<file path="src/hdl/pipeStageReg.sv">
`timescale 1ns/1ps

// Generic pipeline register, cleared to all zeros on reset
module pipeStageReg #(
	parameter type payload_t = logic [31:0]
) (
	input  logic     clk,
	input  logic     arstN,
	input  payload_t d,
	output payload_t q
);

	always_ff @(posedge clk or negedge arstN)
	begin
		if (!arstN)
		begin
			// Zero payload also clears the valid bit
			q <= '0;
		end
		else
		begin
			q <= d;
		end
	end

endmodule

</file>
<file path="config.mk">
export PLATFORM = sky130hd
export DESIGN_NAME = pipeStageReg
export DESIGN_NICKNAME = d
export VERILOG_FILES = /design/src/hdl/pipeStageReg.sv
export SDC_FILE = /design/constraint.sdc
export NUM_CORES = 1
export LEC_CHECK = 0
export BUFFER_PORTS_ARGS = -buffer_cell sky130_fd_sc_hd__buf_2
export CAP_MARGIN = 20
export CORE_MARGIN = 2
export CORE_UTILIZATION = 24
export DETAILED_ROUTE_END_ITERATION = 10
export SLEW_MARGIN = 20
export SYNTH_ARGS = -nofsm -noshare
export SYNTH_HDL_FRONTEND = slang
export SYNTH_SLANG_ARGS = --single-unit
</file>
<file path="constraint.sdc">
create_clock -name clk -period 1.15 [get_ports clk]
set_input_delay 0.1725 -clock clk [delete_from_list [all_inputs] [get_ports clk]]
set_output_delay 0.1725 -clock clk [all_outputs]
set_load 0.03 [all_outputs]
</file>
==> impl_metrics.py <==
metrics = {
    "clock_network": {
        "cts-root-buf": "clkbuf_4",
        "htreeDepth": 2,
        "clk_pin_slew_ps": 90,
        "cts_buffers": 5,
        "cts_num_sinks": 32,
        "clockBufferDepth": 2,
        "cts_tree": "built",
        "ctsResizeCount": 0,
    },
    "worst_setup_path": {
        "cp-end-kind": "primary output",
        "path_delay_family": "flip-flops",
        "critical-path-max-stage-delay_ps": 380,
        "start_kind": "flip-flop",
        "cp.arrival_ps": 870,
        "critPathSlowestCell": "dfrtp_1",
        "path_cells": "buf_2",
        "path_buf_inv": 1,
        "crit_required_ps": 980,
        "worstSetupPathType": "flip-flop to primary output",
        "cp_max_fo": 1,
    },
    "power_and_ir_drop": {
        "intPower_uw": 1640,
        "comb_power_share_pct": 15.9,
        "p_switching_uw": 537,
        "power.share.switching_pct": 24.7,
        "pwr-share-seq_pct": 54.9,
        "max-vdd-ir-drop_uv": 891,
        "p_per_area_nw_per_um2": 1370,
        "leakagePower_uw": 0.000809,
        "p_clk_share_pct": 29.2,
    },
    "placed_design": {
        "portBuffers": 65,
        "place_congestion": 0.595,
        "placed_area_sq_um": 1200,
    },
    "route": {
        "met1Wirelength_um": 619,
        "first_pass_iters": 2,
        "dr_wl_met2_um": 1220,
        "antenna_left": 0,
        "highest_layer": "met4",
        "drc": 0,
        "route.met3.wl_um": 189,
        "route.vias.total": 681,
        "viasPerCell": 3.70,
        "drt_iter0_markers": 11,
        "routed_wl_um": 2060,
        "wire_per_inst_um": 11.2,
    },
    "sta": {
        "slew_headroom_pct": 85.5,
        "setup_tns_ps": 0,
        "finalHoldViolCount": 0,
        "setup_violations": 0,
        "period_share_pct": 90.7,
        "grt_setup_unrepaired": "no",
        "timing.fmax_mhz": 959,
        "finalMaxSlewViolations": 0,
        "tightest_slew_ps": 218,
        "timing.hold.ws_ps": 321,
        "period_needed_ps": 1040,
    },
    "finish": {
        "area_delta_synth_final_pct": 98.0,
        "drive_gt1_share_pct": 52.1,
        "design_area_sq_um": 1590,
        "regMostFlops": "q",
        "antennaDiodeCount": 0,
        "fin_nets": 173,
        "multi_input_comb_cells": 0,
        "num-fill-cells": 294,
        "reg.largest.list": "q (32)",
        "largest_register_ffs": 32,
        "multi_input_area_sq_um": 0,
    },
    "status": {
        "status": "completed",
    },
    "floorplan": {
        "fp.dieW_um": 61.8,
        "start_util_pct": 25.8,
        "coreArea_sq_um": 3100,
        "std_cell_rows": 20,
        "fp.dieH_um": 61.8,
        "die-area_sq_um": 3810,
        "io_pins": 66,
    },
    "yosys": {
        "yosysWarnings": 0,
        "synth_top_area_share_pct": 100,
        "synth_top_area_cell": "dfrtp_1",
        "avgSynthCellArea_sq_um": 25.0,
        "ys_types": 1,
        "postSynthCellCount": 32,
        "syn_area_sq_um": 801,
        "ys_ff_latch": 32,
        "synth_area_leaders": "dfrtp_1",
        "synth-seq-area-share_pct": 100,
        "synth_nets": 66,
    },
    "global_route": {
        "antenna_found_initial": 0,
        "grt_first_pass_wirelength_um": 2800,
        "grt_max_degree": 19,
        "grtUsageTotal_pct": 11.5,
        "grt.overflow.total": 0,
        "grt_pass1_vias": 717,
    },
    "flow_run": {
        "drv_cap": 0,
    },
    "worst_hold_path": {
        "hold_path_class": "input pin to asynchronous set/reset pin",
    },
}
power by group through the flow:
stage	registers (uW)	clock network (uW)	logic, uW
3_5_place_dp	1220	0	262
4_1_cts	1190	678	348
5_1_grt	1200	710	372
3_3_place_gp	1210	0	258
2_1_floorplan	1340	0	0
6_report	1190	634	347
final timing paths:
kind	start	end	slack (ps)	cells past startpoint
max	q[21]$_DFF_PN0_	q[21]	110	1
min	arstN	q[6]$_DFF_PN0_	320	3
max in group asynchronous	arstN	q[28]$_DFF_PN0_	630	3
min in group clk	d[3]	q[3]$_DFF_PN0_	490	2
cells in the final DEF (no fill, tap or decap), drive strengths merged:
master / Yosys / routed
buf: 0 / 67
clkbuf: 0 / 8
dfrtp: 32 / 32
dlygate4sd3: 0 / 33
cell usage after synthesis:
master / instances
dfrtp_1: 32
area by class of cell:
class / count / area (sq um) / area share (%)
well taps: 44 / 55.1 / 3.47
clock buffers: 8 / 58.8 / 3.71
flip-flops and latches: 32 / 801 / 50.5
repair buffers: 100 / 671 / 42.3
layer usage:
metal / vias up / GRT usage (%)
met1: 332 / 8.80
met2: 35 / 21.5
met5: - / 0
met4: 0 / 6.38
li1: 310 / -
met3: 4 / 7.25
repair_timing:
item                       in CTS  in global routing
buffers inserted                0                  0
hold buffers                   33                  0
setup endpoints to repair       0                  0
hold endpoints to repair       64                  0
metrics by stage:
step / setup WS [ps] / total power [uW] / std cells / utilization, %
after floorplan: 510 / 1340 / 32 / -
after global placement: 470 / 1470 / 143 / 38.5
after detailed placement: 451 / 1480 / 143 / 38.5
after CTS: 80.5 / 2220 / 184 / 51.1
after global routing: 54.8 / 2280 / 184 / 51.1
final: 107 / 2170 / 184 / 51.1
logic make-up after synthesis:
family | after synthesis | synth area share, %
DFF | 32 | 100
No activity file was read; power rests on OpenSTA's default activity.
