**src/hdl/mipsIsaPkg.sv**
```systemverilog
package mipsIsaPkg;

	////////////////////
	// Primary opcodes, instr[31:26]
	////////////////////
	localparam logic [5:0] opLB  = 6'h20;
	localparam logic [5:0] opLH  = 6'h21;
	localparam logic [5:0] opLW  = 6'h23;
	localparam logic [5:0] opLBU = 6'h24;
	localparam logic [5:0] opLHU = 6'h25;
	localparam logic [5:0] opSB  = 6'h28;
	localparam logic [5:0] opSH  = 6'h29;
	localparam logic [5:0] opSW  = 6'h2B;

	////////////////////
	// Exception codes
	////////////////////
	typedef logic [4:0] excCode_t;

	localparam excCode_t excNone = 5'd0;
	// Address error on load or fetch
	localparam excCode_t excAdEL = 5'd4;
	// Address error on store
	localparam excCode_t excAdES = 5'd5;

	////////////////////
	// Access kind
	////////////////////
	// halfAlign and wordAlign are both low for byte accesses
	typedef struct packed {
		logic isLoad;
		logic isStore;
		logic halfAlign;
		logic wordAlign;
		logic loadUnsigned;
	} accessKind_t;

endpackage

```
**src/hdl/loadStoreAligner.sv**
```systemverilog
`timescale 1ns/1ps

module loadStoreAligner (
	input  mipsIsaPkg::accessKind_t kind,
	input  logic [1:0]              byteSel,
	input  logic [31:0]             storeData,
	input  logic [31:0]             rawRead,
	output logic [3:0]              byteEn,
	output logic [31:0]             wrData,
	output logic [31:0]             loadData
);

	logic [7:0]  loadByte;
	logic [15:0] loadHalf;

	////////////////////
	// Store lane placement, little endian
	////////////////////
	always_comb
	begin
		byteEn = 4'b0000;
		wrData = storeData;
		if (kind.isStore)
		begin
			if (kind.wordAlign)
			begin
				byteEn = 4'b1111;
			end
			else if (kind.halfAlign)
			begin
				byteEn = byteSel[1] ? 4'b1100 : 4'b0011;
				wrData = {2{storeData[15:0]}};
			end
			else
			begin
				byteEn = 4'b0001 << byteSel;
				wrData = {4{storeData[7:0]}};
			end
		end
	end

	////////////////////
	// Load lane select and extension
	////////////////////
	assign loadByte = rawRead[8*byteSel +: 8];
	assign loadHalf = byteSel[1] ? rawRead[31:16] : rawRead[15:0];

	always_comb
	begin
		if (!kind.isLoad)
			loadData = '0;
		else if (kind.wordAlign)
			loadData = rawRead;
		else if (kind.halfAlign)
			loadData = kind.loadUnsigned ? {16'b0, loadHalf} : {{16{loadHalf[15]}}, loadHalf};
		else
			loadData = kind.loadUnsigned ? {24'b0, loadByte} : {{24{loadByte[7]}}, loadByte};
	end

endmodule

```
**config.mk**
```make
export PLATFORM = sky130hd
export DESIGN_NAME = loadStoreAligner
export DESIGN_NICKNAME = d
export VERILOG_FILES = /design/src/hdl/mipsIsaPkg.sv /design/src/hdl/loadStoreAligner.sv
export SDC_FILE = /design/constraint.sdc
export NUM_CORES = 1
export LEC_CHECK = 0
export BUFFER_PORTS_ARGS = -buffer_cell sky130_fd_sc_hd__buf_2
export CAP_MARGIN = 20
export CORE_ASPECT_RATIO = 1.25
export CORE_MARGIN = 2
export CORE_UTILIZATION = 25
export DETAILED_ROUTE_END_ITERATION = 8
export SYNTH_ARGS = -nofsm -noshare
export SYNTH_HDL_FRONTEND = slang
export SYNTH_SLANG_ARGS = --single-unit
```
**constraint.sdc**
```tcl
create_clock -name vclk -period 1.5
set_input_delay 0.3 -clock vclk [all_inputs]
set_output_delay 0.3 -clock vclk [all_outputs]
set_load 0.01 [all_outputs]
```
==> results.yml <==
synth:
  yosysTopAreaCell: "a21o_1"
  synth_fp_nets: 259
  yosysUniqueCellTypes: 34
  syn_area_um2: 1260
  ys_warn_count: 0
  seq_area_frac_synth: 0
  yosys-top-cells-area: "a21o_1 (18%), nand2_1 (9.8%), mux2i_1 (7.9%)"
  yosysTopAreaCellShare: 0.1787
  synthCells: 188
  syn_avg_cell_area_um2: 6.702
route:
  first_pass_iters: 4
  wl_um: 5698
  drt_iter0_drc: 52
  drcViolationCount: 0
  wl_per_cell_um: 13.93
  ant_nets: 0
  via_per_inst: 4.778
  vias: 1954
critical_path:
  cpMaxStageDelayCell: "a221o_1"
  crit_chain: "buf_8 > buf_6 > mux2i_2 > nor3b_1 > a221o_1 > o32ai_2 > buf_2"
  worst-setup-path-type: "in2out"
  worstPathArrival_ns: 1.46
  cpPeakStageDelay_ns: 0.27
  critPathCaptureType: "output port"
  cp-start-kind: "input port"
  required_ns: 1.20
  worst-path-max-fanout: 4
sta:
  period_needed_ns: 1.756
  tightestPinTransition_ns: 0.2433
  rsz0062_at_grt: "true"
  relSlewSlack: 0.8332
  finalCritPeriodShare: 1.171
  whs_ns: 0.8364
  timing.final.max_slew_violations: 0
  fmax_ghz: 0.5694
  finalHoldViolations: 0
  setup_slack_ns: -0.2561
  finalSetupViolCount: 51
finish:
  finalNonFillerCells: 409
  drive_gt1_frac: 0.6934
  regArea_um2: 0
  area_growth_pct: 122.9
  diodes: 0
  seq_cells: 0
  nClkBuffers: 0
  nets: 422
global_route:
  grt_use_total: 0.1877
  grt_pass1_wl_um: 8687
  grt_overflow: 0
  grt_pass1_vias: 1884
  grt_max_degree: 23
  antenna_found_initial: 0
worst_hold_path:
  min_from: "storeData[3]"
  min_path_type: "in2out"
  whs_path_depth: 2
  worstHoldEndpoint: "wrData[3]"
power_and_ir_drop:
  ir_worst_vdd_uv: 170.8
  power.density_nw_per_um2: 330.6
  p_leak_nw: 1.612
  total_power_uw: 928.8
floorplan:
  die_h_um: 83.37
  initial_core_util: 0.2625
  rows: 28
  top_level_ports: 139
  core_region_area_um2: 4800
  fp.dieW_um: 67.50
  dieArea_um2: 5627
run:
  drv_cap: 0
placed_design:
  gp_congestion: 0.8058
  dp.cells: 398
  numPortBuffers: 139
  dpl.hpwl_um: 4298
run_status:
  status: "complete, but fails checks"
  violations: "negative setup slack"
-- repair_timing --
action | in CTS | in global routing
pin swaps | 11 | 11
buffers inserted | 7 | 3
gates resized for setup | 72 | 32
hold buffers | 0 | 0
setup endpoints to repair | 55 | 55
gates cloned | 3 | 0
-- cell type report --
type / count / area, um^2
fillers: 424 / 1991
multi-input cells: 159 / 1325
well taps: 60 / 75.07
repair buffers: 186 / 1386
inverters: 4 / 22.52
-- worst max-delay path, delay by kind of cell --
| kind | cells | cell delay [ns] |
|---|---|---|
| AO/OA/AOI/OAI | 2 | 0.47 |
| buffers and inverters | 3 | 0.39 |
| AND/OR/NAND/NOR | 1 | 0.14 |
| multiplexers | 1 | 0.15 |
-- cells by family after synthesis --
kind of cell	after synthesis	synth area share
multiplexers	27	0.2403
AND/OR/NAND/NOR	54	0.2145
buffers and inverters	29	0.1301
AO/OA/AOI/OAI	78	0.4151
-- through the flow --
| step | util | setup WS (ns) | instance area [um^2] | setup TNS, ns |
|---|---|---|---|---|
| finish | 0.5852 | -0.2561 | 2809 | -7.843 |
| global route | 0.5852 | -0.3160 | 2809 | -9.844 |
| CTS | 0.5521 | -0.2789 | 2650 | -7.759 |
| detailed placement | 0.4627 | -0.5182 | 2221 | -17.47 |
| global placement | 0.4627 | -0.4739 | 2221 | -16.67 |
| floorplan | - | -0.08335 | 1311 | -0.9418 |
-- where the power goes --
group | internal [mW] | switching, mW | total, mW
Clock | 0 | 0 | 0
Sequential | 0 | 0 | 0
Combinational | 0.515 | 0.414 | 0.929
Total | 0.515 | 0.414 | 0.929
-- placed cells by master, fill, tap and decap left out, types with 2 or more instances in the layout --
master	instances
a21o_1	30
a21oi_1	5
a21oi_2	8
a21oi_4	2
a22oi_1	3
a22oi_2	4
and2_1	2
buf_12	4
buf_16	2
buf_2	113
buf_4	31
buf_6	28
buf_8	7
mux2_2	5
mux2_4	11
mux2i_1	8
mux2i_2	2
nand2_1	26
nand2_2	5
nand2_8	2
nor2_1	2
nor2_4	2
nor2b_1	7
o211ai_1	7
o21ai_0	5
o21ai_1	3
o21ai_2	3
-- synth_stat cells --
cell      number
clkinv_1       1
buf_1          1
o21ai_0       11
o211ai_1       7
or2_1          1
buf_4          8
nand2_1       33
nor4b_4        1
mux2i_1       10
mux4_2         1
o21ai_2        1
clkbuf_1       6
buf_2          8
nand2b_1       1
a21oi_1       15
a221o_1        1
mux2_2         8
a211oi_1       1
nor3_1         1
inv_2          2
a21boi_0       1
o21a_1         1
nor2b_1        9
buf_6          2
nor2_4         1
nor2_1         3
o32ai_1        1
and2_1         3
mux2_1         8
a22oi_1        7
inv_1          1
nor3b_1        1
a21o_1        30
o22ai_1        2
-- routing by layer --
layer / track usage / part of all wire / vias up
met3: 0.01491 / 0.064 / 2
met5: 0 / 0 / -
met1: 0.2146 / 0.38 / 867
met4: 0.005566 / 0.0019 / 0
li1: - / - / 994
met2: 0.3752 / 0.55 / 91
-- worst max path at each step --
stage,startpoint,endpoint,slack (ns)
2_1_floorplan,kind[2],loadData[21],-0.08
3_3_place_gp,byteSel[1],loadData[25],-0.47
3_5_place_dp,byteSel[1],loadData[30],-0.52
4_1_cts,byteSel[0],loadData[7],-0.28
5_1_grt,byteSel[0],loadData[7],-0.32
6_report,byteSel[0],loadData[7],-0.26
Power figures use the tool's default switching activity.
