<file path="config.mk">
export PLATFORM = sky130hd
export DESIGN_NAME = deviceBridge
export DESIGN_NICKNAME = d
export VERILOG_FILES = /design/src/hdl/mipsIsaPkg.sv /design/src/hdl/memMapPkg.sv /design/src/hdl/deviceBridge.sv
export SDC_FILE = /design/constraint.sdc
export NUM_CORES = 1
export LEC_CHECK = 0
export ABC_CLOCK_PERIOD_IN_PS = 6080
export BUFFER_PORTS_ARGS = -buffer_cell sky130_fd_sc_hd__buf_2
export CAP_MARGIN = 5
export CORE_ASPECT_RATIO = 1.25
export CORE_UTILIZATION = 67
export CTS_BUF_LIST = sky130_fd_sc_hd__clkbuf_8 sky130_fd_sc_hd__clkbuf_16
export DETAILED_ROUTE_END_ITERATION = 8
export PLACE_DENSITY = 0.93
export SYNTH_ARGS = -nofsm -noshare
export SYNTH_HDL_FRONTEND = slang
export SYNTH_SLANG_ARGS = --single-unit
</file>
<file path="constraint.sdc">
create_clock -name clk -period 6.08 [get_ports clk]
set_clock_uncertainty 0.2 [all_clocks]
set_input_delay 0.912 -clock clk [delete_from_list [all_inputs] [get_ports clk]]
set_output_delay 0.912 -clock clk [all_outputs]
set_load 0.01 [all_outputs]
</file>
<file path="src/hdl/mipsIsaPkg.sv">
package mipsIsaPkg;

	////////////////////
	// Primary opcodes, instr[31:26]
	////////////////////
	localparam logic [5:0] opLB  = 6'h20;
	localparam logic [5:0] opLH  = 6'h21;
	localparam logic [5:0] opLW  = 6'h23;
	localparam logic [5:0] opLBU = 6'h24;
	localparam logic [5:0] opLHU = 6'h25;
	localparam logic [5:0] opSB  = 6'h28;
	localparam logic [5:0] opSH  = 6'h29;
	localparam logic [5:0] opSW  = 6'h2B;

	////////////////////
	// Exception codes
	////////////////////
	typedef logic [4:0] excCode_t;

	localparam excCode_t excNone = 5'd0;
	// Address error on load or fetch
	localparam excCode_t excAdEL = 5'd4;
	// Address error on store
	localparam excCode_t excAdES = 5'd5;

	////////////////////
	// Access kind
	////////////////////
	// halfAlign and wordAlign are both low for byte accesses
	typedef struct packed {
		logic isLoad;
		logic isStore;
		logic halfAlign;
		logic wordAlign;
		logic loadUnsigned;
	} accessKind_t;

endpackage

</file>
<file path="src/hdl/memMapPkg.sv">
package memMapPkg;

	////////////////////
	// Address map
	////////////////////
	localparam logic [31:0] dmMin = 32'h0000_0000;
	localparam logic [31:0] dmMax = 32'h0000_2FFF;

	localparam int maxDev = 6;

	// Device k sits at 0x7F00 + 16k, three words each
	localparam logic [0:maxDev-1][31:0] devMin = {
		32'h0000_7F00, 32'h0000_7F10, 32'h0000_7F20,
		32'h0000_7F30, 32'h0000_7F40, 32'h0000_7F50
	};
	localparam logic [0:maxDev-1][31:0] devMax = {
		32'h0000_7F0B, 32'h0000_7F1B, 32'h0000_7F2B,
		32'h0000_7F3B, 32'h0000_7F4B, 32'h0000_7F5B
	};

	// Read-only status word in device 0
	localparam logic [31:0] noWriteAddr = 32'h0000_7F08;

	////////////////////
	// Stage payloads
	////////////////////
	typedef struct packed {
		logic                 valid;
		logic [31:0]          instr;
		logic [31:0]          addr;
		logic [31:0]          storeData;
		logic                 preExcGet;
		mipsIsaPkg::excCode_t preExcCode;
	} memReq_t;

	typedef struct packed {
		logic                 valid;
		logic [31:0]          loadData;
		logic                 excGet;
		mipsIsaPkg::excCode_t excCode;
	} memResult_t;

endpackage

</file>
<file path="src/hdl/deviceBridge.sv">
`timescale 1ns/1ps

module deviceBridge #(
	parameter int NUM_DEV   = 6,
	parameter int DEV_WORDS = 3
) (
	input  logic        clk,
	input  logic        arstN,
	input  logic [31:0] addr,
	input  logic        wrEn,
	input  logic [31:0] wrData,
	output logic        hit,
	output logic [31:0] rdData
);
	import memMapPkg::*;

	localparam int idxW = $clog2(maxDev);

	logic [idxW-1:0] devIdx;
	logic [1:0]      wordOff;
	logic            wordValid;
	logic [31:0]     bank [NUM_DEV][DEV_WORDS];

	////////////////////
	// Window decode
	////////////////////
	always_comb
	begin
		hit    = 1'b0;
		devIdx = '0;
		for (int k = 0; k < NUM_DEV; k++)
		begin
			if (addr >= devMin[k] && addr <= devMax[k])
			begin
				hit    = 1'b1;
				devIdx = idxW'(k);
			end
		end
	end

	// Windows start on 16-byte boundaries
	assign wordOff   = addr[3:2];
	assign wordValid = (wordOff < DEV_WORDS);

	////////////////////
	// Register banks
	////////////////////
	always_ff @(posedge clk or negedge arstN)
	begin
		if (!arstN)
		begin
			for (int d = 0; d < NUM_DEV; d++)
				for (int w = 0; w < DEV_WORDS; w++)
					bank[d][w] <= '0;
		end
		else if (wrEn && hit && wordValid)
		begin
			bank[devIdx][wordOff] <= wrData;
		end
	end

	// Status word is a fixed pattern tagged with the device index
	always_comb
	begin
		rdData = '0;
		if (hit && addr == noWriteAddr)
			rdData = 32'hA500 + devIdx;
		else if (hit && wordValid)
			rdData = bank[devIdx][wordOff];
	end

	// Write strobe from the stage must only land on a decoded window
	wrOnlyOnHit: assert property (@(posedge clk) disable iff (!arstN) wrEn |-> hit)
		else $error("device write outside any window, addr %h", addr);

endmodule

</file>
==> results of run 1 <==
## final cells by class
class	instances	area share
Inverter	7	0.000952
Sequential cell	576	0.498
Timing Repair Buffer	150	0.0380
Antenna cell	2	0.000173
Multi-Input combinational cell	1302	0.383
Clock buffer	64	0.0511
Clock inverter	30	0.00757
Tap cell	492	0.0213
## Yosys cell counts (2+ instances only)
master	number
o22a_1	16
a2111oi_0	2
o2111a_1	4
o21ai_1	4
buf_2	36
nand4b_1	2
inv_1	5
o221a_2	5
mux2_1	38
a221oi_1	6
or3_1	9
clkbuf_1	115
nor3_1	12
a21boi_0	23
buf_6	8
o31ai_1	18
o21ai_0	133
o311a_1	16
nor4_1	4
o2111ai_1	2
nand2b_1	3
nor2_2	4
and2_1	2
buf_4	7
o22ai_1	90
buf_1	20
a211oi_1	41
nand2_1	84
o221ai_1	35
nor2b_1	3
nand3_4	2
or4_1	2
o21a_1	3
mux2_4	30
nand3_1	6
a22o_1	2
mux2_2	506
o211ai_1	18
nor2_1	90
nor2_4	3
a21oi_1	59
dfrtp_1	576
nand4_1	3
## worst paths after layout
path,start,end,slack (ps),cells past startpoint
max in group asynchronous,arstN,bank[24],3970,2
worst min register to register,bank[7],bank[7],290,1
worst max-delay path,addr[19],rdData[30],460,10
worst max register to register,bank[531],bank[531],5010,1
worst min-delay path,arstN,bank[530],180,1
min in group clk,bank[7],bank[7],290,1
## cells by family after synthesis
| kind of cell | share of synthesized area |
|---|---|
| compound gates | 0.124 |
| buf+inv | 0.0327 |
| flops | 0.550 |
| mux | 0.251 |
| simple gates | 0.0426 |
## worst max-delay path, delay by kind of cell
kind                   cells  cell delay (ps)
AO/OA/AOI/OAI              4             1340
buffers and inverters      3             1010
AND/OR/NAND/NOR            3             1240
## power by group
group / switching [uW] / total (uW) / internal [uW]
Clock: 1480 / 3320 / 1840
Sequential: 0.0000436 / 3830 / 3830
Combinational: 195 / 241 / 46.9
Total: 1670 / 7390 / 5720
## placed cells by master, fill, tap and decap left out, drive strengths merged, types with 18 or more instances in the layout
| master | count |
|---|---|
| o211ai | 18 |
| a211oi | 41 |
| clkbuf | 65 |
| nand2 | 85 |
| mux2 | 574 |
| dfrtp | 576 |
| inv | 22 |
| o21ai | 137 |
| o31ai | 19 |
| buf | 149 |
| nor2 | 97 |
| a21boi | 24 |
| o221ai | 35 |
| o22ai | 90 |
| a21oi | 59 |
## routing by layer
layer  part of all wire  GRT usage  wire (um)
met4              0.083      0.314       6570
met2               0.47      0.616      36800
met3               0.11      0.101       8500
met1               0.34      0.496      27000
met5                  0          0          0
## per-stage QoR
| step | setup slack (ps) | cells |
|---|---|---|
| after global placement | 586 | 2526 |
| after global routing | 397 | 2622 |
| after floorplan | 1670 | 2071 |
| final | 457 | 2623 |
| after detailed placement | 558 | 2526 |
| after CTS | 570 | 2620 |
==> results.sh, run 1 <==
export IMPL_power_ir_vdd_worst_mv=0.262
export IMPL_tritoncts_clock_tree="done"
export IMPL_multi_input_comb_area_sq_um=11100
export IMPL_post_route_utilization=0.755
export IMPL_worst_slew_margin_rel=0.150
export IMPL_critPathArrivalTime_ps=4510
export IMPL_p_leak_uw=0.0145
export IMPL_tightest_slew_ps=1270
export IMPL_synth_ff_type="dfrtp_1"
export IMPL_final_routed_wirelength_um=78800
export IMPL_timing_hold_ws_ps=184
export IMPL_place_hpwl_um=43000
export IMPL_fraction_of_layout_instances_using_a_drive_strength_above_1=0.380
export IMPL_dr_total_vias=19600
export IMPL_power_per_cell_area_nw_per_um2=256
export IMPL_biggestRegsByFlops="bank (576)"
export IMPL_worst_path_max_delay_cell="buf_4"
export IMPL_final_min_period_over_clock_period=0.925
export IMPL_min_path_type="in -> async"
export IMPL_io_pins=100
export IMPL_synth_edff_count=0
export IMPL_worstSetupStartpointType="primary input"
export IMPL_setup_repair_after_global_routing_missed_its_margin="no"
export IMPL_clk_insertion_delay_late_ps=600
export IMPL_cts_num_sinks=576
export IMPL_grt_antenna_before_repair=1
export IMPL_maximum_cell_stage_delay_along_the_critical_path_ps=770
export IMPL_first_pass_grt_wire_length_um=121000
export IMPL_drt_drc_violations_left=0
export IMPL_setup_worst_path_end_class="primary output"
export IMPL_run_status="finished, final reports clean"
export IMPL_cts_max_path_buffers=3
export IMPL_initial_detailed_routing_violation_count=2468
export IMPL_placedInstanceArea_sq_um=27200
export IMPL_ys_async_sr_fraction=1.00
export IMPL_area_enclosed_by_the_die_boundary_sq_um=39900
export IMPL_finalHoldViolCount=0
export IMPL_path_clk_slew_ps=60
export IMPL_synth_cell_area_sq_um=26200
export IMPL_worstPathMaxFanout=64
export IMPL_timing_final_setup_violations=0
export IMPL_post_cts_buffers=0
export IMPL_number_of_detailed_route_iterations_in_the_first_pass=6
export IMPL_area_growth_pct=10.4
export IMPL_gr_total_overflow=0
export IMPL_fin_area_sq_um=28900
export IMPL_die_width_um=179
export IMPL_grt_util_all_layers=0.406
export IMPL_routed_wire_length_per_instance_um=30.1
export IMPL_synth_top_cell_area_share=0.550
export IMPL_fin_tns_setup_ps=0
export IMPL_ys_ff_latch=576
export IMPL_cts_buffers_inserted=53
export IMPL_total_power_uw=7390
export IMPL_synth_top_cell_by_area="dfrtp_1"
export IMPL_ys_warn_count=0
export IMPL_clock_tree_htree_level_count=2
export IMPL_grt_max_degree=167
export IMPL_finalMaxSlewViolations=0
export IMPL_synthTopCellsByArea="dfrtp_1 55%, mux2_2 22%, o21ai_0 2.5%, o22ai_1 2.1%, mux2_4 1.7%"
export IMPL_timing_worst_setup_path_type="in -> out"
export IMPL_worst_path_most_repeated_cell="buf_2"
export IMPL_drt_antenna_violating_nets=0
export IMPL_design_core_area_sq_um=38300
export IMPL_post_drt_via_cell_ratio=7.45
export IMPL_syn_nets=2138
export IMPL_largest_reg_flops=576
export IMPL_synth_cells=2071
export IMPL_post_synthesis_area_per_instance_sq_um=12.7
export IMPL_grt_pass1_vias=20900
export IMPL_registers_top_by_ff_count="bank"
export IMPL_yosysUniqueCellTypes=67
export IMPL_max_cap_violations=0
export IMPL_initial_core_util=0.684
export IMPL_achievable_frequency_ghz=0.178
export IMPL_yosysSeqAreaShare=0.550
export IMPL_row_count=80
export IMPL_ctsResizeCount=0
export IMPL_placement_io_buffers=99
export IMPL_place_gp_congestion=0.896
export IMPL_finalNetCount=2157
export IMPL_worstPathCellList="buf_2 > or4b_4 > or4_4 > nor2_4 > buf_4 > o21ai_1 > a221oi_1 > o221ai_1 > a31o_2 > buf_2"
export IMPL_holdBufCountCts=0
export IMPL_critPathRequiredTime_ps=4970
export IMPL_post_route_min_period_ps=5620
export IMPL_ff_latch_area_sq_um=14400
export IMPL_die_height_um=223
export IMPL_cts_root_buf="clkbuf_16"
export IMPL_fill_cells=2083
(Power assumes the default switching activity.)
==> run 2: changes to the inputs <==
--- a/config.mk
+++ b/config.mk
@@ -8,7 +8,6 @@
 export ABC_CLOCK_PERIOD_IN_PS = 6080
 export BUFFER_PORTS_ARGS = -buffer_cell sky130_fd_sc_hd__buf_2
 export CAP_MARGIN = 5
-export CORE_ASPECT_RATIO = 1.25
 export CORE_UTILIZATION = 67
 export CTS_BUF_LIST = sky130_fd_sc_hd__clkbuf_8 sky130_fd_sc_hd__clkbuf_16
 export DETAILED_ROUTE_END_ITERATION = 8
==> run 2 against run 1 <==
Effect of this change: sequential cell count did not move; core utilization shrank 0.38 points; worst setup slack improved by 49 ps; sequential power about the same; largest power group unchanged.
==> results.sh, run 2 (synthesized netlist as in run 1, its figures left out) <==
export IMPL_run_status="finished, final reports clean"
export IMPL_worst_path_most_repeated_cell="buf_2"
export IMPL_grt_max_degree=158
export IMPL_post_cts_buffers=0
export IMPL_setup_repair_after_global_routing_missed_its_margin="no"
export IMPL_grt_util_all_layers=0.414
export IMPL_setup_worst_path_end_class="primary output"
export IMPL_area_enclosed_by_the_die_boundary_sq_um=39900
export IMPL_post_drt_via_cell_ratio=7.43
export IMPL_largest_reg_flops=576
export IMPL_cp_top_family="simple AND/OR/NAND/NOR gates"
export IMPL_initial_core_util=0.678
export IMPL_worst_path_max_delay_cell="or3_2"
export IMPL_place_gp_congestion=0.941
export IMPL_tritoncts_clock_tree="done"
export IMPL_cts_max_path_buffers=3
export IMPL_registers_top_by_ff_count="bank"
export IMPL_cts_root_buf="clkbuf_16"
export IMPL_die_width_um=200
export IMPL_maximum_cell_stage_delay_along_the_critical_path_ps=860
export IMPL_post_route_min_period_ps=5570
export IMPL_routed_wire_length_per_instance_um=30.3
export IMPL_fill_cells=2044
export IMPL_clock_tree_htree_level_count=2
export IMPL_area_growth_pct=10.7
export IMPL_biggestRegsByFlops="bank (576)"
export IMPL_critPathBufInv=3
export IMPL_critPathArrivalTime_ps=4460
export IMPL_die_height_um=200
export IMPL_finalMaxSlewViolations=0
export IMPL_ctsResizeCount=0
export IMPL_timing_final_setup_violations=0
export IMPL_achievable_frequency_ghz=0.179
export IMPL_first_pass_grt_wire_length_um=123000
export IMPL_finalNetCount=2164
export IMPL_io_pins=100
export IMPL_worstPathCellList="buf_2 > or3b_1 > or4_1 > or3_2 > buf_4 > o21ai_0 > a21boi_0 > o31ai_1 > o311a_1 > buf_2"
export IMPL_finalHoldViolCount=0
export IMPL_cts_buffers_inserted=55
export IMPL_row_count=72
export IMPL_min_path_type="in -> async"
export IMPL_grt_pass1_vias=20700
export IMPL_worst_slew_margin_rel=0.294
export IMPL_path_clk_slew_ps=60
export IMPL_gr_total_overflow=0
export IMPL_final_min_period_over_clock_period=0.917
export IMPL_cts_num_sinks=576
export IMPL_timing_worst_setup_path_type="in -> out"
export IMPL_placement_io_buffers=99
export IMPL_design_core_area_sq_um=38600
export IMPL_final_routed_wirelength_um=80600
export IMPL_power_ir_vdd_worst_mv=0.206
export IMPL_grt_antenna_before_repair=5
export IMPL_max_cap_violations=0
export IMPL_drt_drc_violations_left=0
export IMPL_worstPathMaxFanout=35
export IMPL_tightest_slew_ps=1060
export IMPL_power_per_cell_area_nw_per_um2=260
export IMPL_place_hpwl_um=43700
export IMPL_number_of_detailed_route_iterations_in_the_first_pass=8
export IMPL_placedInstanceArea_sq_um=27200
export IMPL_dr_total_vias=19700
export IMPL_holdBufCountCts=0
export IMPL_initial_detailed_routing_violation_count=2634
export IMPL_fin_area_sq_um=29000
export IMPL_fin_tns_setup_ps=0
export IMPL_critPathRequiredTime_ps=4970
export IMPL_commonest_cells_after_routing_fill_and_taps_aside="576 x dfrtp_1, 506 x mux2_2, 133 x o21ai_0"
export IMPL_fraction_of_layout_instances_using_a_drive_strength_above_1=0.382
export IMPL_clk_insertion_delay_late_ps=610
export IMPL_mostFrequentLayoutCell="dfrtp_1"
export IMPL_p_leak_uw=0.0145
export IMPL_drt_antenna_violating_nets=0
export IMPL_worstSetupStartpointType="primary input"
[run 2: layer usage]
metal  vias to the layer above  wire [um]  GRT usage
met4                         2       5540      0.280
li1                       7690          -          -
met3                       491      10900      0.146
met1                      9869      27700      0.512
met2                      1678      36400      0.617
met5                         -         12          0
[run 2: power by group]
part,switching (uW),internal (uW)
registers,0.0000427,3830
logic,200,46.4
clock network,1510,1960
total,1710,5840
[run 2: final cells by class]
| class | count | area (sq um) | share of cell area |
|---|---|---|---|
| flip-flops and latches | 576 | 14400 | 0.497 |
| clock inverters | 30 | 236 | 0.00815 |
| diodes | 2 | 5.00 | 0.000172 |
| inverters | 7 | 27.5 | 0.000949 |
| repair buffers | 155 | 1060 | 0.0367 |
| multi-input cells | 1302 | 11100 | 0.382 |
| well taps | 518 | 648 | 0.0223 |
| clock buffers | 66 | 1550 | 0.0534 |
[run 2: worst paths after layout]
path | from | slack (ps) | to | cells after the start
max | addr[7] | 510 | rdData[12] | 10
min reg2reg | bank[513] | 290 | bank[513] | 1
max in group asynchronous | arstN | 4100 | bank[167] | 2
min in group clk | bank[513] | 290 | bank[513] | 1
max reg2reg | bank[187] | 5030 | bank[187] | 1
min | arstN | 180 | bank[281] | 1
[run 2: stage by stage]
step / utilization / power (uW) / setup WS, ps / hold slack (ps) / std cells
2_1_floorplan: - / 3980 / 1670 / 253 / 2071
3_3_place_gp: 0.704 / 4130 / 889 / 263 / 2558
3_5_place_dp: 0.704 / 4140 / 837 / 279 / 2558
4_1_cts: 0.751 / 7540 / 658 / 208 / 2654
5_1_grt: 0.751 / 7710 / 493 / 248 / 2655
6_report: 0.751 / 7550 / 507 / 185 / 2656
