**src/hdl/mipsIsaPkg.sv**
```systemverilog
package mipsIsaPkg;

	////////////////////
	// Primary opcodes, instr[31:26]
	////////////////////
	localparam logic [5:0] opLB  = 6'h20;
	localparam logic [5:0] opLH  = 6'h21;
	localparam logic [5:0] opLW  = 6'h23;
	localparam logic [5:0] opLBU = 6'h24;
	localparam logic [5:0] opLHU = 6'h25;
	localparam logic [5:0] opSB  = 6'h28;
	localparam logic [5:0] opSH  = 6'h29;
	localparam logic [5:0] opSW  = 6'h2B;

	////////////////////
	// Exception codes
	////////////////////
	typedef logic [4:0] excCode_t;

	localparam excCode_t excNone = 5'd0;
	// Address error on load or fetch
	localparam excCode_t excAdEL = 5'd4;
	// Address error on store
	localparam excCode_t excAdES = 5'd5;

	////////////////////
	// Access kind
	////////////////////
	// halfAlign and wordAlign are both low for byte accesses
	typedef struct packed {
		logic isLoad;
		logic isStore;
		logic halfAlign;
		logic wordAlign;
		logic loadUnsigned;
	} accessKind_t;

endpackage

```
**src/hdl/memMapPkg.sv**
```systemverilog
package memMapPkg;

	////////////////////
	// Address map
	////////////////////
	localparam logic [31:0] dmMin = 32'h0000_0000;
	localparam logic [31:0] dmMax = 32'h0000_2FFF;

	localparam int maxDev = 6;

	// Device k sits at 0x7F00 + 16k, three words each
	localparam logic [0:maxDev-1][31:0] devMin = {
		32'h0000_7F00, 32'h0000_7F10, 32'h0000_7F20,
		32'h0000_7F30, 32'h0000_7F40, 32'h0000_7F50
	};
	localparam logic [0:maxDev-1][31:0] devMax = {
		32'h0000_7F0B, 32'h0000_7F1B, 32'h0000_7F2B,
		32'h0000_7F3B, 32'h0000_7F4B, 32'h0000_7F5B
	};

	// Read-only status word in device 0
	localparam logic [31:0] noWriteAddr = 32'h0000_7F08;

	////////////////////
	// Stage payloads
	////////////////////
	typedef struct packed {
		logic                 valid;
		logic [31:0]          instr;
		logic [31:0]          addr;
		logic [31:0]          storeData;
		logic                 preExcGet;
		mipsIsaPkg::excCode_t preExcCode;
	} memReq_t;

	typedef struct packed {
		logic                 valid;
		logic [31:0]          loadData;
		logic                 excGet;
		mipsIsaPkg::excCode_t excCode;
	} memResult_t;

endpackage

```
**src/hdl/memExcChecker.sv**
```systemverilog
`timescale 1ns/1ps

module memExcChecker #(
	parameter int NUM_DEV = 6
) (
	input  memMapPkg::memReq_t      req,
	output mipsIsaPkg::accessKind_t kind,
	output logic                    excGet,
	output mipsIsaPkg::excCode_t    excCode
);
	import mipsIsaPkg::*;
	import memMapPkg::*;

	logic [5:0] opcode;
	logic [1:0] byteSel;
	logic       memAccess;
	logic       misAlign;
	logic       inDm;
	logic       inDev;
	logic       outOfWindow;
	logic       storeNoWrite;
	logic       devNotWord;
	logic       addrErr;

	assign opcode  = req.instr[31:26];
	assign byteSel = req.addr[1:0];

	////////////////////
	// Opcode decode
	////////////////////
	always_comb
	begin
		case (opcode)
			opLB:    kind = '{isLoad: 1'b1, default: 1'b0};
			opLBU:   kind = '{isLoad: 1'b1, loadUnsigned: 1'b1, default: 1'b0};
			opLH:    kind = '{isLoad: 1'b1, halfAlign: 1'b1, default: 1'b0};
			opLHU:   kind = '{isLoad: 1'b1, halfAlign: 1'b1, loadUnsigned: 1'b1, default: 1'b0};
			opLW:    kind = '{isLoad: 1'b1, wordAlign: 1'b1, default: 1'b0};
			opSB:    kind = '{isStore: 1'b1, default: 1'b0};
			opSH:    kind = '{isStore: 1'b1, halfAlign: 1'b1, default: 1'b0};
			opSW:    kind = '{isStore: 1'b1, wordAlign: 1'b1, default: 1'b0};
			default: kind = '0;
		endcase
	end

	assign memAccess = kind.isLoad | kind.isStore;

	////////////////////
	// Window membership
	////////////////////
	assign inDm = (req.addr >= dmMin) && (req.addr <= dmMax);

	// Only the first NUM_DEV windows are populated
	always_comb
	begin
		inDev = 1'b0;
		for (int k = 0; k < NUM_DEV; k++)
		begin
			if (req.addr >= devMin[k] && req.addr <= devMax[k])
				inDev = 1'b1;
		end
	end

	////////////////////
	// Address error conditions, highest priority first
	////////////////////
	assign misAlign     = (kind.halfAlign & byteSel[0]) | (kind.wordAlign & (|byteSel));
	assign outOfWindow  = memAccess & ~(inDm | inDev);
	assign storeNoWrite = kind.isStore & (req.addr == noWriteAddr);
	// Devices take word accesses only
	assign devNotWord   = memAccess & inDev & ~kind.wordAlign;

	// All address errors share one code, so their order only matters for readability
	assign addrErr = misAlign | outOfWindow | storeNoWrite | devNotWord;

	always_comb
	begin
		if (req.preExcGet)
		begin
			// Earlier stage wins and keeps its own code
			excGet  = 1'b1;
			excCode = req.preExcCode;
		end
		else if (addrErr)
		begin
			excGet  = 1'b1;
			excCode = kind.isStore ? excAdES : excAdEL;
		end
		else
		begin
			excGet  = 1'b0;
			excCode = excNone;
		end
	end

	// An upstream stage must never flag an exception with a zero code
	excCodeNonZero: assert final (!(req.valid && excGet) || excCode != excNone)
		else $error("exception flagged with zero code, addr %h", req.addr);

endmodule

```
**config.mk**
```make
export PLATFORM = sky130hd
export DESIGN_NAME = memExcChecker
export DESIGN_NICKNAME = d
export VERILOG_FILES = /design/src/hdl/mipsIsaPkg.sv /design/src/hdl/memMapPkg.sv /design/src/hdl/memExcChecker.sv
export SDC_FILE = /design/constraint.sdc
export NUM_CORES = 1
export LEC_CHECK = 0
export BUFFER_PORTS_ARGS = -buffer_cell sky130_fd_sc_hd__buf_2
export CAP_MARGIN = 40
export CELL_PAD_IN_SITES_DETAIL_PLACEMENT = 0
export CELL_PAD_IN_SITES_GLOBAL_PLACEMENT = 1
export CORE_UTILIZATION = 10
export DETAILED_ROUTE_END_ITERATION = 7
export GPL_TIMING_DRIVEN = 0
export PLACE_DENSITY = 0.95
export SYNTH_ARGS = -nofsm -noshare
export SYNTH_HDL_FRONTEND = slang
export SYNTH_SLANG_ARGS = --single-unit
```
**constraint.sdc**
```tcl
create_clock -name vclk -period 1.31
set_input_delay 0.131 -clock vclk [all_inputs]
set_output_delay 0.131 -clock vclk [all_outputs]
set_load 0.005 [all_outputs]
```
==> metrics.txt, run 1 <==
status=finished with violations; failing checks=setup timing; Port Buf Inserts=55; Vias/cell=4.13; CP Class=input pin to output pin; Post-Syn Area per Cell=6.54 um^2; Leak Pwr=0.372 nW; first-pass GRT wire length=1850 um; most common cell after layout, fill and taps aside=buf_2; post-detailed-route DRC marker count=0; vias in the first global route=511; Mapped Area=320 um^2; Setup WS post-layout=-203 ps; Slew HR=81.7%; Rows=20; Max Fanout on Critical Path=3; min Tclk post-route=1510 ps; CP max-delay cell=or3b_4; commonest non-fill, non-tap cells in the layout=buf_2 (50), nand2_1 (5), buf_6 (5); num sequential=0; Ant. Diodes=0; CP cell instances=buf_6 > or3b_4 > o22ai_2 > o211ai_1 > mux2i_2 > a21oi_1 > buf_2; CP Buf/Inv Count=2; Arr. time, crit path=1380 ps; drt first pass iters=2; Detailed Route WL=1280 um; largest net degree at the start of global routing=9; GPL Wtd Cong=0.770; Die X=58.6 um; Synth Warn #=0; largest area contributor in the netlist=nor4_1; share of the synthesized area in the top cell type=9.77%; design area=711 um^2; Layout Area Growth over Synthesis=122%; Synth Net Count=152; final hold vios=0; Tcrit/Tclk final=116%; drt wl/cell=8.56 um; Final ANT Viol Nets=0; Unique masters post-synth=26; die span in y=58.6 um; gr usage total=6.52%; Crit path max-delay family=simple AND/OR/NAND/NOR gates; register area share after synthesis=0%; Placed Instance Area=651 um^2; Util after Layout=23.3%; Hold Crit Class=input pin to output pin; Critical Path RT=1180 ps; initial drt markers=14; Core Footprint=3050 um^2; maximum VDD drop=41.0 uV; final setup violation count=3; die area=3430 um^2; initial antenna violation count=0; Worst-Margin Slew=272 ps; share of layout cells above drive strength 1=60.0%; P per Cell Area=233 nW/um^2; layout net count=210; Final Slew Violations=0; GR Overflow Total=0; max incr delay on CP=390 ps; Mapped Cells=49; initial core utilization=10.5%; routed via count=615; unrepaired setup endpoints after global routing=yes; clock buffer count=0; crit end category=output pin; startpoint types=input pin; fill count=361; highest clock rate=661 MHz; dpl hpwl=1170 um; Max-cap violations=0; register area=0 um^2; I/O pin total=114; synth top area cells=nor4_1 (9.8%), a21oi_1 (7.8%), and3_1 (7.8%), nor2b_1 (7.8%), and2_1 (5.9%)
## synth_stat cells, types with 2 or more instances
library cell and number:
a21oi_1 5, nand2_1 5, nor4_1 5, and3_1 4, nor2b_1 4, and2_1 3
nor2_1 3, o21ai_0 2
## area by class of cell
class,count,area (um^2),share of cell area [%]
multi-input cells,49,342,48.1
repair buffers,56,314,44.2
well taps,44,55.1,7.75
## cells by family (layout without fill, tap and decap cells)
kind of cell,Yosys count,after routing,share of synthesized area [%]
AO/OA/AOI/OAI,14,14,29.7
multiplexers,2,2,7.42
buffers and inverters,0,56,0
AND/OR/NAND/NOR,33,33,62.9
## routing by layer
layer / vias up / part of all wire (%) / wire, um / GRT usage, %
li1: 310 / - / - / -
met4: 0 / 0 / 0 / 0
met1: 272 / 36 / 461 / 5.69
met2: 33 / 55 / 705 / 16.1
met5: - / 0 / 0 / 0
met3: 0 / 8.5 / 109 / 0.220
## power breakdown
group          switching (mW)  internal, mW
clock network               0             0
registers                   0             0
logic                  0.0663        0.0993
total                  0.0663        0.0993
## timing repair
action,4_1_cts,5_1_grt
setup endpoints to repair,3,3
buffers inserted,1,0
hold buffers,0,0
resized for setup,7,3
gates cloned,0,0
pin swaps,9,3
## final timing paths
kind    start    endpoint  slack [ps]  depth (start not counted)
min    req[4]  excCode[4]         540                          3
max   req[40]  excCode[2]        -200                          7
## stage by stage
step	hold slack (ps)	setup slack (ps)	power (mW)	setup TNS, ps	std cells
floorplan	295	30.1	0.0509	0	49
finish	535	-203	0.166	-553	149
global route	560	-285	0.183	-838	149
CTS	536	-220	0.162	-613	149
global placement	533	-273	0.147	-794	148
detailed placement	535	-275	0.148	-783	148
No activity file was read; power rests on OpenSTA's default activity.
==> run 2: changes to the inputs <==
--- a/config.mk
+++ b/config.mk
@@ -7,8 +7,8 @@
 export LEC_CHECK = 0
 export BUFFER_PORTS_ARGS = -buffer_cell sky130_fd_sc_hd__buf_2
 export CAP_MARGIN = 40
-export CELL_PAD_IN_SITES_DETAIL_PLACEMENT = 0
-export CELL_PAD_IN_SITES_GLOBAL_PLACEMENT = 1
+export CELL_PAD_IN_SITES_DETAIL_PLACEMENT = 2
+export CELL_PAD_IN_SITES_GLOBAL_PLACEMENT = 2
 export CORE_UTILIZATION = 10
 export DETAILED_ROUTE_END_ITERATION = 7
 export GPL_TIMING_DRIVEN = 0
==> run 2 against run 1 <==
  * The run still ends with setup timing left
  * Setup slack got worse by 27 ps
  * Count of clock-buffer cells in the layout did not move
  * Maximum frequency fell by 1.8%
  * Global-route usage rose by 4.3 points
  * Critical path depth did not move
  * Sequential cell count did not move
  * Critical path type unchanged
==> metrics.txt, run 2 (synthesized netlist as in run 1, its figures left out) <==
status=finished with violations; failing checks=setup timing; Final ANT Viol Nets=0 (unchanged); crit end category=output pin; clock buffer count=0 (unchanged); maximum VDD drop=35.6 uV (-13%); final setup violation count=3 (unchanged); drt first pass iters=2 (unchanged); register area=0 um^2 (unchanged); largest net degree at the start of global routing=9 (unchanged); unrepaired setup endpoints after global routing=yes; met3 WL=89 um (-18%); min Tclk post-route=1540 ps (+27.1 ps); # hold bufs at CTS=0 (unchanged); logic gate share of total power=100.0% (about the same); routed wl met2=1040 um (+48%); initial core utilization=10.5% (unchanged); Setup WS post-layout=-230 ps (-27.1 ps); Worst-Margin Slew=286 ps (+14.0 ps); number of cells after detailed placement=148 (unchanged); die area=3430 um^2 (unchanged); routed via count=645 (+4.9%); GPL Wtd Cong=0.833 (+8.1%); Crit path max-delay family=simple AND/OR/NAND/NOR gates; Core Footprint=3050 um^2 (unchanged); Leak Pwr=0.375 nW (+0.84%); TNS Setup=-682 ps (-128 ps); Util after Layout=23.5% (+0.25 points); drt wl/cell=12.0 um (+40%); Seq pwr share=0% (unchanged); Vias/cell=4.33 (+4.9%); dpl hpwl=1610 um (+38%); P per Cell Area=244 nW/um^2 (+4.5%); initial antenna violation count=0 (unchanged); Final Slew Violations=0 (unchanged); Tcrit/Tclk final=118% (+2.1 points); first-pass GRT wire length=3020 um (+63%); Critical Path RT=1180 ps (about the same); Internal Power=0.0997 mW (+0.34%); Place WS=-277 ps (-2.32 ps); Die X=58.6 um (unchanged); layout net count=210 (unchanged); Max Fanout on Critical Path=3 (unchanged); final hold vios=0 (unchanged); share of layout cells above drive strength 1=61.0% (+0.95 points); Non-Filler Instances=149 (unchanged); num sequential=0 (unchanged); clock power share=0% (unchanged); Slew HR=80.8% (-0.98 points); most common cell after layout, fill and taps aside=buf_2; CP max-delay cell=or3b_4; wl on met1=654 um (+42%); initial drt markers=17 (+3); final hold slack=541 ps (+6.26 ps); max incr delay on CP=390 ps (about the same); Layout Area Growth over Synthesis=124%; commonest non-fill, non-tap cells in the layout=buf_2 (50), nand2_1 (5), buf_6 (5); gr usage total=10.8% (+4.3 points); Rows=20 (unchanged); Port Buf Inserts=55 (unchanged); I/O pin total=114 (unchanged); Max-cap violations=0 (unchanged); CP Buf/Inv Count=2 (unchanged); post-detailed-route DRC marker count=0 (unchanged); CP Class=input pin to output pin; CP cell instances=buf_6 > or3b_4 > o22ai_1 > o211ai_1 > mux2i_2 > nand2_1 > buf_2; top sig layer=met3; highest clock rate=649 MHz (-1.8%); Arr. time, crit path=1410 ps (+30 ps); die span in y=58.6 um (unchanged); vias in the first global route=738 (+44%); Detailed Route WL=1790 um (+40%); GR Overflow Total=0 (unchanged); Ant. Diodes=0 (unchanged); Hold Crit Class=input pin to output pin; switching part of the total power=43.0% (+3.0 points); startpoint types=input pin; P_sw=0.0752 mW (+13%)
[run 2: cell types whose count changed in the layout (fill, tap and decap cells not counted)]
cell,delta
a21oi_1,-1
a21oi_2,+1
and4_1,-1
and4_2,+1
nor4_2,-1
nor4_4,+1
o22ai_1,+1
o22ai_2,-1
[run 2: timing repair]
item	CTS	global route
pin swaps	8	5
setup buffers	1	0
resized for setup	8	4
endpoints found under the setup margin	3	3
[run 2: per-stage QoR]
step | power (mW) | cell area, um^2
floorplan | 0.0509 | 320
global placement | 0.147 | 651
detailed placement | 0.156 | 651
CTS | 0.171 | 701
global route | 0.194 | 718
finish | 0.175 | 718
[run 2: final cells by class]
class | count | area [um^2]
multi-input combinational | 49 | 349
timing repair buffer | 56 | 314
tap | 44 | 55.1
fill | 373 | 2330
[run 2: power groups by stage]
stage	Sequential, mW	Clock [mW]	Combinational [mW]
2_1_floorplan	0	0	0.0509
3_3_place_gp	0	0	0.147
3_5_place_dp	0	0	0.156
4_1_cts	0	0	0.171
5_1_grt	0	0	0.194
6_report	0	0	0.175
[run 2: final timing paths]
kind  cells past startpoint    endpoint  startpoint  slack, ps
max                       7      excGet     req[40]       -230
min                       3  excCode[1]      req[1]        540
[run 2: layer usage]
metal  global-route usage, %  vias to the layer above
met3                   0.220                        0
met5                       0                        -
met2                    24.8                       30
met4                       0                        0
met1                    11.0                      306
li1                        -                      309
==> run 3: changes to the inputs <==
--- a/config.mk
+++ b/config.mk
@@ -12,6 +12,7 @@
 export CORE_UTILIZATION = 10
 export DETAILED_ROUTE_END_ITERATION = 7
 export GPL_TIMING_DRIVEN = 0
+export MAX_ROUTING_LAYER = met4
 export PLACE_DENSITY = 0.95
 export SYNTH_ARGS = -nofsm -noshare
 export SYNTH_HDL_FRONTEND = slang
==> run 3 against run 2 <==
  * The run still ends with setup timing left
  * Wire length unchanged
  * First-iteration DRC count unchanged
  * Critical path type unchanged
  * Highest routed layer unchanged
  * Critical endpoint unchanged
  * Core utilization unchanged
  * Sequential share of layout area unchanged
==> metrics.txt, run 3 (synthesized netlist as in run 1, its figures left out) <==
Hold Crit Class=input pin to output pin; logic gate share of total power=100.0% (about the same); commonest non-fill, non-tap cells in the layout=buf_2 (50), nand2_1 (5), buf_6 (5); Worst-Margin Slew=286 ps (unchanged); Seq pwr share=0% (unchanged); vias in the first global route=738 (unchanged); initial core utilization=10.5% (unchanged); CP Class=input pin to output pin; initial antenna violation count=0 (unchanged); Critical Path RT=1180 ps (about the same); die span in y=58.6 um (unchanged); Arr. time, crit path=1410 ps (about the same); Vias/cell=4.33 (unchanged); P_sw=0.0752 mW (about the same); layout net count=210 (unchanged); Final Slew Violations=0 (unchanged); Layout Area Growth over Synthesis=124% (unchanged); P per Cell Area=244 nW/um^2 (about the same); routed via count=645 (unchanged); Ant. Diodes=0 (unchanged); highest clock rate=649 MHz (unchanged); Final ANT Viol Nets=0 (unchanged); Max-cap violations=0 (unchanged); initial drt markers=17 (unchanged); GR Overflow Total=0 (unchanged); Place WS=-277 ps (unchanged); Internal Power=0.0997 mW (about the same); unrepaired setup endpoints after global routing=yes; Core Footprint=3050 um^2 (unchanged); CP max-delay cell=or3b_4; Top Usage Layer GRT=met2; CP cell instances=buf_6 > or3b_4 > o22ai_1 > o211ai_1 > mux2i_2 > nand2_1 > buf_2; die area=3430 um^2 (unchanged); Non-Filler Instances=149 (unchanged); Setup WS post-layout=-230 ps (unchanged); status=finished with violations; most common cell after layout, fill and taps aside=buf_2; Slew HR=80.8% (unchanged); Util after Layout=23.5% (unchanged); largest net degree at the start of global routing=9 (unchanged); min Tclk post-route=1540 ps (unchanged); max incr delay on CP=390 ps (about the same); met2 usage=24.8% (unchanged); dpl hpwl=1610 um (unchanged); register area=0 um^2 (unchanged); final hold vios=0 (unchanged); first-pass GRT wire length=3020 um (unchanged); drt first pass iters=2 (unchanged); GPL Wtd Cong=0.846 (+1.5%); I/O pin total=114 (unchanged); share of layout cells above drive strength 1=61.0% (unchanged); GR Util met1=11.1% (+0.13 points); Tcrit/Tclk final=118% (unchanged); GRT met3 Usage=0% (-0.22 points); Rows=20 (unchanged); clock power share=0% (unchanged); final setup violation count=3 (unchanged); crit end category=output pin; maximum VDD drop=35.6 uV (unchanged); Die X=58.6 um (unchanged); clock buffer count=0 (unchanged); number of cells after detailed placement=148 (unchanged); Port Buf Inserts=55 (unchanged); fill count=373 (unchanged); Max Fanout on Critical Path=3 (unchanged); Leak Pwr=0.375 nW (unchanged); post-detailed-route DRC marker count=0 (unchanged); final hold slack=541 ps (unchanged); Design Power=0.175 mW (about the same); Detailed Route WL=1790 um (unchanged); failing checks=setup timing; gr usage total=11.1% (+0.32 points); switching part of the total power=43.0% (about the same); num sequential=0 (unchanged); startpoint types=input pin; drt wl/cell=12.0 um (unchanged)
==> run 3: cell counts in the layout (fill, tap and decap cells not counted) <==
No cell type changed its count.
==> run 3: stage by stage <==
step | TNS (ps) | instance area [um^2]
6_report | -682 | 718
5_1_grt | -935 | 718
4_1_cts | -646 | 701
3_5_place_dp | -811 | 651
3_3_place_gp | -787 | 651
2_1_floorplan | 0 | 320
==> run 3: per-layer routing <==
| layer | up-vias | share of wire, % |
|---|---|---|
| met3 | 0 | 4.8 |
| li1 | 309 | - |
| met4 | 0 | 0 |
| met1 | 306 | 37 |
| met5 | - | 0 |
| met2 | 30 | 58 |
==> run 3: critical path, delay by kind of cell <==
kind	cells	cell delay, ps
AO/OA/AOI/OAI	2	290
buffers and inverters	2	230
multiplexers	1	290
AND/OR/NAND/NOR	2	470
==> run 3: power by group through the flow <==
stage,combinational [mW],sequential (mW),clock [mW]
global placement,0.147,0,0
detailed placement,0.156,0,0
finish,0.175,0,0
floorplan,0.0509,0,0
CTS,0.171,0,0
global route,0.194,0,0
==> run 3: final cells by class <==
cell class | count | area, um^2 | area share [%]
Multi-Input combinational cell | 49 | 349 | 48.6
Timing Repair Buffer | 56 | 314 | 43.7
Tap cell | 44 | 55.1 | 7.67
==> run 3: path summary, 6_finish.rpt <==
| check | cells after the start | startpoint | to | slack (ps) |
|---|---|---|---|---|
| worst max-delay path | 7 | req[40] | excGet | -230 |
| worst min-delay path | 3 | req[1] | excCode[1] | 540 |
==> run 3: timing repair <==
action | 4_1_cts | 5_1_grt
pin swaps | 8 | 5
setup endpoints to repair | 3 | 3
setup buffers | 1 | 0
hold buffers | 0 | 0
hold endpoints to repair | 0 | 0
resized for setup | 8 | 4
